`src/rtl/csr_pkg.sv`:
```
package csr_pkg;

    localparam int CSR_NUM_W  = 14;
    localparam int DATA_W     = 32;
    localparam int ECODE_W    = 6;
    localparam int ESUBCODE_W = 9;

    // register numbers
    localparam logic [CSR_NUM_W-1:0] CSR_CRMD   = 14'h000;
    localparam logic [CSR_NUM_W-1:0] CSR_PRMD   = 14'h001;
    localparam logic [CSR_NUM_W-1:0] CSR_ECFG   = 14'h004;
    localparam logic [CSR_NUM_W-1:0] CSR_ESTAT  = 14'h005;
    localparam logic [CSR_NUM_W-1:0] CSR_ERA    = 14'h006;
    localparam logic [CSR_NUM_W-1:0] CSR_BADV   = 14'h007;
    localparam logic [CSR_NUM_W-1:0] CSR_EENTRY = 14'h00c;
    localparam logic [CSR_NUM_W-1:0] CSR_SAVE0  = 14'h030;
    localparam logic [CSR_NUM_W-1:0] CSR_TID    = 14'h040;
    localparam logic [CSR_NUM_W-1:0] CSR_TCFG   = 14'h041;
    localparam logic [CSR_NUM_W-1:0] CSR_TVAL   = 14'h042;
    localparam logic [CSR_NUM_W-1:0] CSR_TICLR  = 14'h044;

    // exception codes that capture BADV
    localparam logic [ECODE_W-1:0]    ECODE_ADE     = 6'h08;
    localparam logic [ECODE_W-1:0]    ECODE_ALE     = 6'h09;
    localparam logic [ESUBCODE_W-1:0] ESUBCODE_ADEF = 9'h000;

    // writable ECFG.LIE bits, bit 10 reserved
    localparam logic [12:0] LIE_MASK = 13'h1bff;

    // select bit positions, SAVE slots follow SEL_SAVE0
    typedef enum int unsigned {
        SEL_CRMD,
        SEL_PRMD,
        SEL_ECFG,
        SEL_ESTAT,
        SEL_ERA,
        SEL_BADV,
        SEL_EENTRY,
        SEL_TID,
        SEL_TCFG,
        SEL_TVAL,
        SEL_TICLR,
        SEL_SAVE0
    } reg_sel_e;

    typedef union packed {
        logic [DATA_W-1:0] raw;
        struct packed {
            logic [29:0] initval;
            logic        periodic;
            logic        en;
        } f;
    } tcfg_word_u;

    // new bit where the mask is set, old bit elsewhere
    function automatic logic [DATA_W-1:0] mask_merge(
        input logic [DATA_W-1:0] old_value,
        input logic [DATA_W-1:0] wmask,
        input logic [DATA_W-1:0] wvalue
    );
        return (wmask & wvalue) | (~wmask & old_value);
    endfunction

endpackage

```
`src/rtl/csr_write_if.sv`:
```
`timescale 1ns/1ps

interface csr_write_if #(
    parameter int N_SAVE = 4
);
    import csr_pkg::*;

    logic                          valid;
    logic [SEL_SAVE0+N_SAVE-1:0]   sel;
    logic [DATA_W-1:0]             wmask;
    logic [DATA_W-1:0]             wvalue;

    modport source (
        output valid, sel, wmask, wvalue
    );

    modport sink (
        input valid, sel, wmask, wvalue
    );

endinterface

```
`src/rtl/csr_write_decode.sv`:
```
`timescale 1ns/1ps

module csr_write_decode #(
    parameter int N_SAVE = 4
) (
    input  logic                           clk,
    input  logic                           reset,
    input  logic                           csr_we,
    input  logic [csr_pkg::CSR_NUM_W-1:0]  csr_num,
    input  logic [csr_pkg::DATA_W-1:0]     csr_wmask,
    input  logic [csr_pkg::DATA_W-1:0]     csr_wvalue,
    csr_write_if.source                    wr
);
    import csr_pkg::*;

    logic [SEL_SAVE0+N_SAVE-1:0] sel;

    always_comb begin
        sel = '0;
        case (csr_num)
            CSR_CRMD:   sel[SEL_CRMD]   = 1'b1;
            CSR_PRMD:   sel[SEL_PRMD]   = 1'b1;
            CSR_ECFG:   sel[SEL_ECFG]   = 1'b1;
            CSR_ESTAT:  sel[SEL_ESTAT]  = 1'b1;
            CSR_ERA:    sel[SEL_ERA]    = 1'b1;
            CSR_BADV:   sel[SEL_BADV]   = 1'b1;
            CSR_EENTRY: sel[SEL_EENTRY] = 1'b1;
            CSR_TID:    sel[SEL_TID]    = 1'b1;
            CSR_TCFG:   sel[SEL_TCFG]   = 1'b1;
            CSR_TVAL:   sel[SEL_TVAL]   = 1'b1;
            CSR_TICLR:  sel[SEL_TICLR]  = 1'b1;
            default: ;
        endcase
        // save slots sit at consecutive numbers
        for (int i = 0; i < N_SAVE; i++) begin
            if (csr_num == CSR_SAVE0 + CSR_NUM_W'(i)) begin
                sel[SEL_SAVE0+i] = 1'b1;
            end
        end
    end

    assign wr.valid  = csr_we;
    assign wr.sel    = sel;
    assign wr.wmask  = csr_wmask;
    assign wr.wvalue = csr_wvalue;

    // at most one bank register may take a write
    a_sel_onehot: assert property (
        @(posedge clk) disable iff (reset) $onehot0(wr.sel)
    );

endmodule

```
`src/rtl/exc_csr_bank.sv`:
```
`timescale 1ns/1ps

module exc_csr_bank #(
    parameter int N_SAVE = 4
) (
    input  logic                                  clk,
    input  logic                                  reset,
    csr_write_if.sink                             wr,
    input  logic                                  wb_ex,
    input  logic [csr_pkg::ECODE_W-1:0]           wb_ecode,
    input  logic [csr_pkg::ESUBCODE_W-1:0]        wb_esubcode,
    input  logic [csr_pkg::DATA_W-1:0]            wb_vaddr,
    input  logic [csr_pkg::DATA_W-1:0]            wb_pc,
    input  logic                                  ertn_flush,
    input  logic                                  timer_int,
    output logic [csr_pkg::DATA_W-1:0]            crmd,
    output logic [csr_pkg::DATA_W-1:0]            prmd,
    output logic [csr_pkg::DATA_W-1:0]            ecfg,
    output logic [csr_pkg::DATA_W-1:0]            estat,
    output logic [csr_pkg::DATA_W-1:0]            era,
    output logic [csr_pkg::DATA_W-1:0]            eentry,
    output logic [csr_pkg::DATA_W-1:0]            badv,
    output logic [N_SAVE-1:0][csr_pkg::DATA_W-1:0] save,
    output logic [csr_pkg::DATA_W-1:0]            ex_entry,
    output logic [csr_pkg::DATA_W-1:0]            ertn_entry,
    output logic                                  has_int
);
    import csr_pkg::*;

    logic [1:0]            crmd_plv;
    logic                  crmd_ie;
    logic [1:0]            prmd_pplv;
    logic                  prmd_pie;
    logic [12:0]           ecfg_lie;
    logic [1:0]            estat_is_sw;
    logic [ECODE_W-1:0]    estat_ecode;
    logic [ESUBCODE_W-1:0] estat_esubcode;
    logic [DATA_W-1:0]     era_pc;
    logic [25:0]           eentry_va;
    logic [DATA_W-1:0]     badv_vaddr;
    logic                  addr_err;
    logic [DATA_W-1:0]     crmd_merged;
    logic [DATA_W-1:0]     prmd_merged;
    logic [DATA_W-1:0]     ecfg_merged;
    logic [DATA_W-1:0]     estat_merged;
    logic [DATA_W-1:0]     eentry_merged;

    assign crmd   = {29'b0, crmd_ie, crmd_plv};
    assign prmd   = {29'b0, prmd_pie, prmd_pplv};
    assign ecfg   = {19'b0, ecfg_lie};
    // bit 11 comes straight from the timer, hw and ipi lines are absent
    assign estat  = {1'b0, estat_esubcode, estat_ecode, 3'b0, 1'b0, timer_int, 9'b0, estat_is_sw};
    assign era    = era_pc;
    assign eentry = {eentry_va, 6'b0};
    assign badv   = badv_vaddr;

    assign crmd_merged   = mask_merge(crmd, wr.wmask, wr.wvalue);
    assign prmd_merged   = mask_merge(prmd, wr.wmask, wr.wvalue);
    assign ecfg_merged   = mask_merge(ecfg, wr.wmask, wr.wvalue);
    assign estat_merged  = mask_merge(estat, wr.wmask, wr.wvalue);
    assign eentry_merged = mask_merge(eentry, wr.wmask, wr.wvalue);

    assign addr_err = (wb_ecode == ECODE_ADE) || (wb_ecode == ECODE_ALE);

    always_ff @(posedge clk) begin
        if (reset) begin
            crmd_plv <= 2'b0;
            crmd_ie  <= 1'b0;
        end else if (wb_ex) begin
            crmd_plv <= 2'b0;
            crmd_ie  <= 1'b0;
        end else if (ertn_flush) begin
            crmd_plv <= prmd_pplv;
            crmd_ie  <= prmd_pie;
        end else if (wr.valid && wr.sel[SEL_CRMD]) begin
            {crmd_ie, crmd_plv} <= crmd_merged[2:0];
        end
    end

    always_ff @(posedge clk) begin
        if (reset) begin
            prmd_pplv <= 2'b0;
            prmd_pie  <= 1'b0;
        end else if (wb_ex) begin
            prmd_pplv <= crmd_plv;
            prmd_pie  <= crmd_ie;
        end else if (wr.valid && wr.sel[SEL_PRMD]) begin
            {prmd_pie, prmd_pplv} <= prmd_merged[2:0];
        end
    end

    always_ff @(posedge clk) begin
        if (reset) begin
            ecfg_lie <= 13'b0;
        end else if (wr.valid && wr.sel[SEL_ECFG]) begin
            ecfg_lie <= ecfg_merged[12:0] & LIE_MASK;
        end
    end

    // only the two software interrupt bits are writable
    always_ff @(posedge clk) begin
        if (reset) begin
            estat_is_sw    <= 2'b0;
            estat_ecode    <= '0;
            estat_esubcode <= '0;
        end else begin
            if (wr.valid && wr.sel[SEL_ESTAT]) begin
                estat_is_sw <= estat_merged[1:0];
            end
            if (wb_ex) begin
                estat_ecode    <= wb_ecode;
                estat_esubcode <= wb_esubcode;
            end
        end
    end

    always_ff @(posedge clk) begin
        if (wb_ex) begin
            era_pc <= wb_pc;
        end else if (wr.valid && wr.sel[SEL_ERA]) begin
            era_pc <= mask_merge(era_pc, wr.wmask, wr.wvalue);
        end
        if (wb_ex && addr_err) begin
            // fetch faults report the pc itself
            badv_vaddr <= (wb_ecode == ECODE_ADE && wb_esubcode == ESUBCODE_ADEF) ?
                          wb_pc : wb_vaddr;
        end else if (wr.valid && wr.sel[SEL_BADV]) begin
            badv_vaddr <= mask_merge(badv_vaddr, wr.wmask, wr.wvalue);
        end
        if (wr.valid && wr.sel[SEL_EENTRY]) begin
            eentry_va <= eentry_merged[31:6];
        end
        for (int i = 0; i < N_SAVE; i++) begin
            if (wr.valid && wr.sel[SEL_SAVE0+i]) begin
                save[i] <= mask_merge(save[i], wr.wmask, wr.wvalue);
            end
        end
    end

    assign ex_entry   = eentry;
    assign ertn_entry = era;
    assign has_int    = (|(estat[11:0] & ecfg[11:0])) & crmd_ie;

    // the writeback stage never retires both in one cycle
    a_ex_ertn_excl: assert property (
        @(posedge clk) disable iff (reset) !(wb_ex && ertn_flush)
    );

endmodule

```
`src/rtl/csr_timer.sv`:
```
`timescale 1ns/1ps

module csr_timer (
    input  logic                       clk,
    input  logic                       reset,
    csr_write_if.sink                  wr,
    output logic [csr_pkg::DATA_W-1:0] tid,
    output logic [csr_pkg::DATA_W-1:0] tcfg,
    output logic [csr_pkg::DATA_W-1:0] tval,
    output logic                       timer_int
);
    import csr_pkg::*;

    logic [DATA_W-1:0] tid_q;
    tcfg_word_u        tcfg_q;
    tcfg_word_u        tcfg_next;
    logic [DATA_W-1:0] cnt;
    logic              wr_tcfg;
    logic              ticlr;

    assign wr_tcfg = wr.valid && wr.sel[SEL_TCFG];
    assign ticlr   = wr.valid && wr.sel[SEL_TICLR] && wr.wmask[0] && wr.wvalue[0];

    always_comb begin
        tcfg_next.raw = mask_merge(tcfg_q.raw, wr.wmask, wr.wvalue);
    end

    always_ff @(posedge clk) begin
        if (reset) begin
            tid_q      <= '0;
            tcfg_q.raw <= '0;
        end else begin
            if (wr.valid && wr.sel[SEL_TID]) begin
                tid_q <= mask_merge(tid_q, wr.wmask, wr.wvalue);
            end
            if (wr_tcfg) begin
                tcfg_q <= tcfg_next;
            end
        end
    end

    // all ones means stopped
    always_ff @(posedge clk) begin
        if (reset) begin
            cnt <= '1;
        end else if (wr_tcfg && tcfg_next.f.en) begin
            cnt <= {tcfg_next.f.initval, 2'b00};
        end else if (tcfg_q.f.en && cnt != '1) begin
            if (cnt == '0 && tcfg_q.f.periodic) begin
                cnt <= {tcfg_q.f.initval, 2'b00};
            end else begin
                cnt <= cnt - 1'b1;
            end
        end
    end

    // expiry wins over a clear in the same cycle
    always_ff @(posedge clk) begin
        if (reset) begin
            timer_int <= 1'b0;
        end else if (cnt == '0) begin
            timer_int <= 1'b1;
        end else if (ticlr) begin
            timer_int <= 1'b0;
        end
    end

    assign tid  = tid_q;
    assign tcfg = tcfg_q.raw;
    assign tval = cnt;

    a_cnt_hold: assert property (
        @(posedge clk) disable iff (reset)
        (!tcfg_q.f.en && !wr_tcfg) |=> $stable(cnt)
    );

endmodule

```
`src/rtl/csr_read_select.sv`:
```
`timescale 1ns/1ps

module csr_read_select #(
    parameter int N_SAVE = 4
) (
    input  logic [csr_pkg::CSR_NUM_W-1:0]           csr_num,
    input  logic [csr_pkg::DATA_W-1:0]              crmd,
    input  logic [csr_pkg::DATA_W-1:0]              prmd,
    input  logic [csr_pkg::DATA_W-1:0]              ecfg,
    input  logic [csr_pkg::DATA_W-1:0]              estat,
    input  logic [csr_pkg::DATA_W-1:0]              era,
    input  logic [csr_pkg::DATA_W-1:0]              eentry,
    input  logic [csr_pkg::DATA_W-1:0]              badv,
    input  logic [N_SAVE-1:0][csr_pkg::DATA_W-1:0]  save,
    input  logic [csr_pkg::DATA_W-1:0]              tid,
    input  logic [csr_pkg::DATA_W-1:0]              tcfg,
    input  logic [csr_pkg::DATA_W-1:0]              tval,
    output logic [csr_pkg::DATA_W-1:0]              csr_rvalue
);
    import csr_pkg::*;

    always_comb begin
        csr_rvalue = '0;
        case (csr_num)
            CSR_CRMD:   csr_rvalue = crmd;
            CSR_PRMD:   csr_rvalue = prmd;
            CSR_ECFG:   csr_rvalue = ecfg;
            CSR_ESTAT:  csr_rvalue = estat;
            CSR_ERA:    csr_rvalue = era;
            CSR_BADV:   csr_rvalue = badv;
            CSR_EENTRY: csr_rvalue = eentry;
            CSR_TID:    csr_rvalue = tid;
            CSR_TCFG:   csr_rvalue = tcfg;
            CSR_TVAL:   csr_rvalue = tval;
            // clear-only register
            CSR_TICLR:  csr_rvalue = '0;
            default: ;
        endcase
        for (int i = 0; i < N_SAVE; i++) begin
            if (csr_num == CSR_SAVE0 + CSR_NUM_W'(i)) begin
                csr_rvalue = save[i];
            end
        end
    end

endmodule

```
`src/rtl/csr_file.sv`:
```
`timescale 1ns/1ps

module csr_file #(
    parameter int N_SAVE = 4
) (
    input  logic                            clk,
    input  logic                            reset,
    input  logic                            csr_we,
    input  logic [csr_pkg::CSR_NUM_W-1:0]   csr_num,
    input  logic [csr_pkg::DATA_W-1:0]      csr_wmask,
    input  logic [csr_pkg::DATA_W-1:0]      csr_wvalue,
    output logic [csr_pkg::DATA_W-1:0]      csr_rvalue,
    input  logic                            wb_ex,
    input  logic [csr_pkg::ECODE_W-1:0]     wb_ecode,
    input  logic [csr_pkg::ESUBCODE_W-1:0]  wb_esubcode,
    input  logic [csr_pkg::DATA_W-1:0]      wb_vaddr,
    input  logic [csr_pkg::DATA_W-1:0]      wb_pc,
    input  logic                            ertn_flush,
    output logic [csr_pkg::DATA_W-1:0]      ex_entry,
    output logic [csr_pkg::DATA_W-1:0]      ertn_entry,
    output logic                            has_int
);
    import csr_pkg::*;

    logic [DATA_W-1:0]             crmd;
    logic [DATA_W-1:0]             prmd;
    logic [DATA_W-1:0]             ecfg;
    logic [DATA_W-1:0]             estat;
    logic [DATA_W-1:0]             era;
    logic [DATA_W-1:0]             eentry;
    logic [DATA_W-1:0]             badv;
    logic [N_SAVE-1:0][DATA_W-1:0] save;
    logic [DATA_W-1:0]             tid;
    logic [DATA_W-1:0]             tcfg;
    logic [DATA_W-1:0]             tval;
    logic                          timer_int;

    csr_write_if #(.N_SAVE(N_SAVE)) wr_bus ();

    csr_write_decode #(.N_SAVE(N_SAVE)) u_write_decode (
        .clk        (clk),
        .reset      (reset),
        .csr_we     (csr_we),
        .csr_num    (csr_num),
        .csr_wmask  (csr_wmask),
        .csr_wvalue (csr_wvalue),
        .wr         (wr_bus.source)
    );

    exc_csr_bank #(.N_SAVE(N_SAVE)) u_exc_bank (
        .clk         (clk),
        .reset       (reset),
        .wr          (wr_bus.sink),
        .wb_ex       (wb_ex),
        .wb_ecode    (wb_ecode),
        .wb_esubcode (wb_esubcode),
        .wb_vaddr    (wb_vaddr),
        .wb_pc       (wb_pc),
        .ertn_flush  (ertn_flush),
        .timer_int   (timer_int),
        .crmd        (crmd),
        .prmd        (prmd),
        .ecfg        (ecfg),
        .estat       (estat),
        .era         (era),
        .eentry      (eentry),
        .badv        (badv),
        .save        (save),
        .ex_entry    (ex_entry),
        .ertn_entry  (ertn_entry),
        .has_int     (has_int)
    );

    csr_timer u_timer (
        .clk       (clk),
        .reset     (reset),
        .wr        (wr_bus.sink),
        .tid       (tid),
        .tcfg      (tcfg),
        .tval      (tval),
        .timer_int (timer_int)
    );

    csr_read_select #(.N_SAVE(N_SAVE)) u_read_select (
        .csr_num    (csr_num),
        .crmd       (crmd),
        .prmd       (prmd),
        .ecfg       (ecfg),
        .estat      (estat),
        .era        (era),
        .eentry     (eentry),
        .badv       (badv),
        .save       (save),
        .tid        (tid),
        .tcfg       (tcfg),
        .tval       (tval),
        .csr_rvalue (csr_rvalue)
    );

endmodule

```
`config.mk`:
```
export PLATFORM = sky130hd
export DESIGN_NAME = csr_file
export DESIGN_NICKNAME = d
export VERILOG_FILES = /design/src/rtl/csr_pkg.sv /design/src/rtl/csr_write_if.sv /design/src/rtl/csr_write_decode.sv /design/src/rtl/exc_csr_bank.sv /design/src/rtl/csr_timer.sv /design/src/rtl/csr_read_select.sv /design/src/rtl/csr_file.sv
export SDC_FILE = /design/constraint.sdc
export NUM_CORES = 1
export LEC_CHECK = 0
export BUFFER_PORTS_ARGS = -buffer_cell sky130_fd_sc_hd__buf_2
export CAP_MARGIN = 20
export CORE_MARGIN = 2
export CORE_UTILIZATION = 40
export DETAILED_ROUTE_END_ITERATION = 10
export SKIP_CTS_REPAIR_TIMING = 1
export SYNTH_ARGS = -nofsm -noshare
export SYNTH_HDL_FRONTEND = slang
export SYNTH_SLANG_ARGS = --single-unit
```
`constraint.sdc`:
```
create_clock -name clk -period 4.03 [get_ports clk]
set_clock_uncertainty 0.05 [all_clocks]
set_input_delay 0.403 -clock clk [delete_from_list [all_inputs] [get_ports clk]]
set_output_delay 0.403 -clock clk [all_outputs]
set_load 0.05 [all_outputs]
```
==> out/metrics.cfg <==
[outcome]
outcome = complete, no violations

[logic_synthesis]
synth_top_area_share_pct = 33.9
synthTopCellsByCount = 366 x nand2_1, 218 x edfxtp_1, 148 x a21oi_1, 145 x clkbuf_1, 143 x nor2_1
netlist_top_cells_area = edfxtp_1 34%, dfxtp_1 14%, nand2_1 7.1%, mux2i_1 5.4%, a21oi_1 3.8%
synth.avg_cell_area_um2 = 8.99
syn_area_mm2 = 0.0193
synth_top_cell_by_area = edfxtp_1
synth_edf_count = 218
synth_warnings = 0
synth_cells = 2146
synth-seq-cells = 350
async_flop_share_pct = 0
yosysMostFrequentCell = nand2_1
synth_cell_types = 77
synth_flop_cell = edfxtp_1
ys_seq_area_share_pct = 47.6

[power]
pwr-share-clk_pct = 45.0
seqPwrFrac_pct = 46.5
intPower_uw = 6270
p_leak_uw = 0.00878
cellPowerDensity_mw_per_mm2 = 368
power.total_uw = 8350
p_comb_share_pct = 8.6
ir_drop_mv = 0.243
switching_share_pct = 24.9
p_switching_uw = 2080

[detailed_routing]
routed_wl_um = 72300
drc = 0
drt_iter0_markers = 1727
vias = 17917
firstDrtPassIters = 9
via_per_inst = 6.06
ant_nets = 0
wl_per_cell_um = 24.5

[timing]
setup_viol = 0
period_minus_slack_ns = 3.47
finalHoldViolations = 0
grt_setup_unrepaired = no
finalSetupTns_ns = 0
fin_crit_sh_pct = 86.1
fmaxAchievable_ghz = 0.288
slew_viol_final = 0
tightestPinTransition_ns = 0.934
relSlewSlack_pct = 37.8
worst_slack_ns = 0.560

[global_routing]
grt_usage_pct = 28.5
grt_max_degree = 67
overflow = 0
grt_util_met3_pct = 4.01
met2_usage_pct = 46.9
grt_busiest_layer = met2
grt_pass1_vias = 17338
grt_first_pass_wirelength_um = 108000
antenna_found_initial = 1
grtUsageMet1_pct = 38.7

[placed_design]
dp_slack_ns = 0.608
placed_area_mm2 = 0.0214
io_buffers = 252
gp_congestion = 0.939
dp_hpwl_um = 49100

[clock_network]
cts_buffers = 40
cts.path.max_buffers = 3
clk_latency_ns = 0.58
cts_root_buf = clkbuf_16
clkTransAtPathRegs_ns = 0.06
htreeDepth = 2
cts_sinks = 350
cts_tree = yes

[setup_path]
worst-path-buf-inv = 2
crit_path_start_kind = input pin
path_cells = buf_2 > or4_4 > nor2_2 > nand3_1 > o21ai_0 > a31oi_1 > o22ai_1 > buf_2
cp_common_cell = buf_2
crit_type = in2out
crit_required_ns = 3.58
cp-end-kind = primary output
cp_max_fo = 9
max_stage_delay_ns = 0.61
worstPathArrival_ns = 3.02
cpMaxStageDelayCell = or4_4
critPathTopFamily = simple AND/OR/NAND/NOR gates

[floorplan]
die_y_um = 224
core_mm2 = 0.0476
fp-row-count = 80
initial_core_util_pct = 40.5
ioPinCount = 259
dieArea_mm2 = 0.0500
die_w_um = 224

[finish]
final_area_mm2 = 0.0227
syn_to_final_growth_pct = 17.6
final_nets = 2472
postLayoutCoreUtil_pct = 47.6
layout-drive-gt1-share_pct = 19.6
fillers = 4603

[hold_path]
hold_class = in2reg

[flow_run]
cap_viol_max_count = 0

==> power groups by stage <==
stage               Clock (µW)  Sequential (µW)  Combinational (µW)
floorplan                    0             4050                 289
global placement             0             3960                 694
detailed placement           0             3960                 705
CTS                       3790             3880                 707
global route              3930             3890                 759
finish                    3760             3880                 715
==> worst paths after layout <==
path / startpoint / end / slack [ns] / cells after the start
setup reg to reg: u_timer.tval[1]$_SDFFE_PP1P_ / u_timer.tval[30]$_SDFFE_PP1P_ / 1.06 / 8
hold / removal: wb_esubcode[6] / u_exc_bank.estat_esubcode[6]$_SDFFE_PP0P_ / 0.03 / 3
setup / recovery: csr_num[11] / csr_rvalue[0] / 0.56 / 8
hold reg to reg: flip-flop / flip-flop / 0.41 / 2
==> final cells by class <==
type | count | area [µm²] | area share [%]
clock buffers | 61 | 1150 | 5.07
inverters | 15 | 56.3 | 0.248
flip-flops and latches | 350 | 9190 | 40.5
well taps | 615 | 769 | 3.39
repair buffers | 327 | 2160 | 9.52
clock inverters | 13 | 166 | 0.734
diodes | 1 | 2.50 | 0.0110
multi-input cells | 1573 | 9190 | 40.5
==> layout by cell type (no fill, tap or decap), drive strengths merged, types with 16 or more instances in the layout <==
cell type	netlist	layout
a21oi	158	158
inv	14	16
nand2	366	366
and3	94	94
clkbuf	145	61
nor2	145	145
nand4	16	16
and2	68	68
a22oi	49	49
nor4	21	21
buf	68	327
edfxtp	218	218
o21ai	132	132
mux2	20	20
nor3	25	25
o22ai	54	54
mux2i	105	105
nand3	124	124
dfxtp	132	132
==> metal layers <==
layer,up-vias,wire length (µm)
met4,0,2070
met1,8680,29500
met3,142,6600
met5,-,0
li1,8103,-
met2,992,34100
==> cells by family after synthesis <==
group / share of synthesized area, %
buffers and inverters: 5.11
XOR/XNOR: 0.908
multiplexers: 6.73
AO/OA/AOI/OAI: 16.5
adder cells (fa/ha/maj): 0.195
other: 0.0194
flip-flops: 47.6
AND/OR/NAND/NOR: 22.9
==> stage by stage <==
step	hold slack (ns)	std cells
6_report	0.0336	2955
5_1_grt	0.0629	2954
4_1_cts	0.0212	2954
3_5_place_dp	0.400	2880
3_3_place_gp	0.388	2880
2_1_floorplan	0.381	2151
==> tightest hold or removal path: cells and delay by family <==
| kind | cells | cell delay, ns |
|---|---|---|
| buffers and inverters | 1 | 0.09 |
| muxes | 1 | 0.06 |
| and+or+nand+nor | 1 | 0.07 |
(Power assumes the default switching activity.)
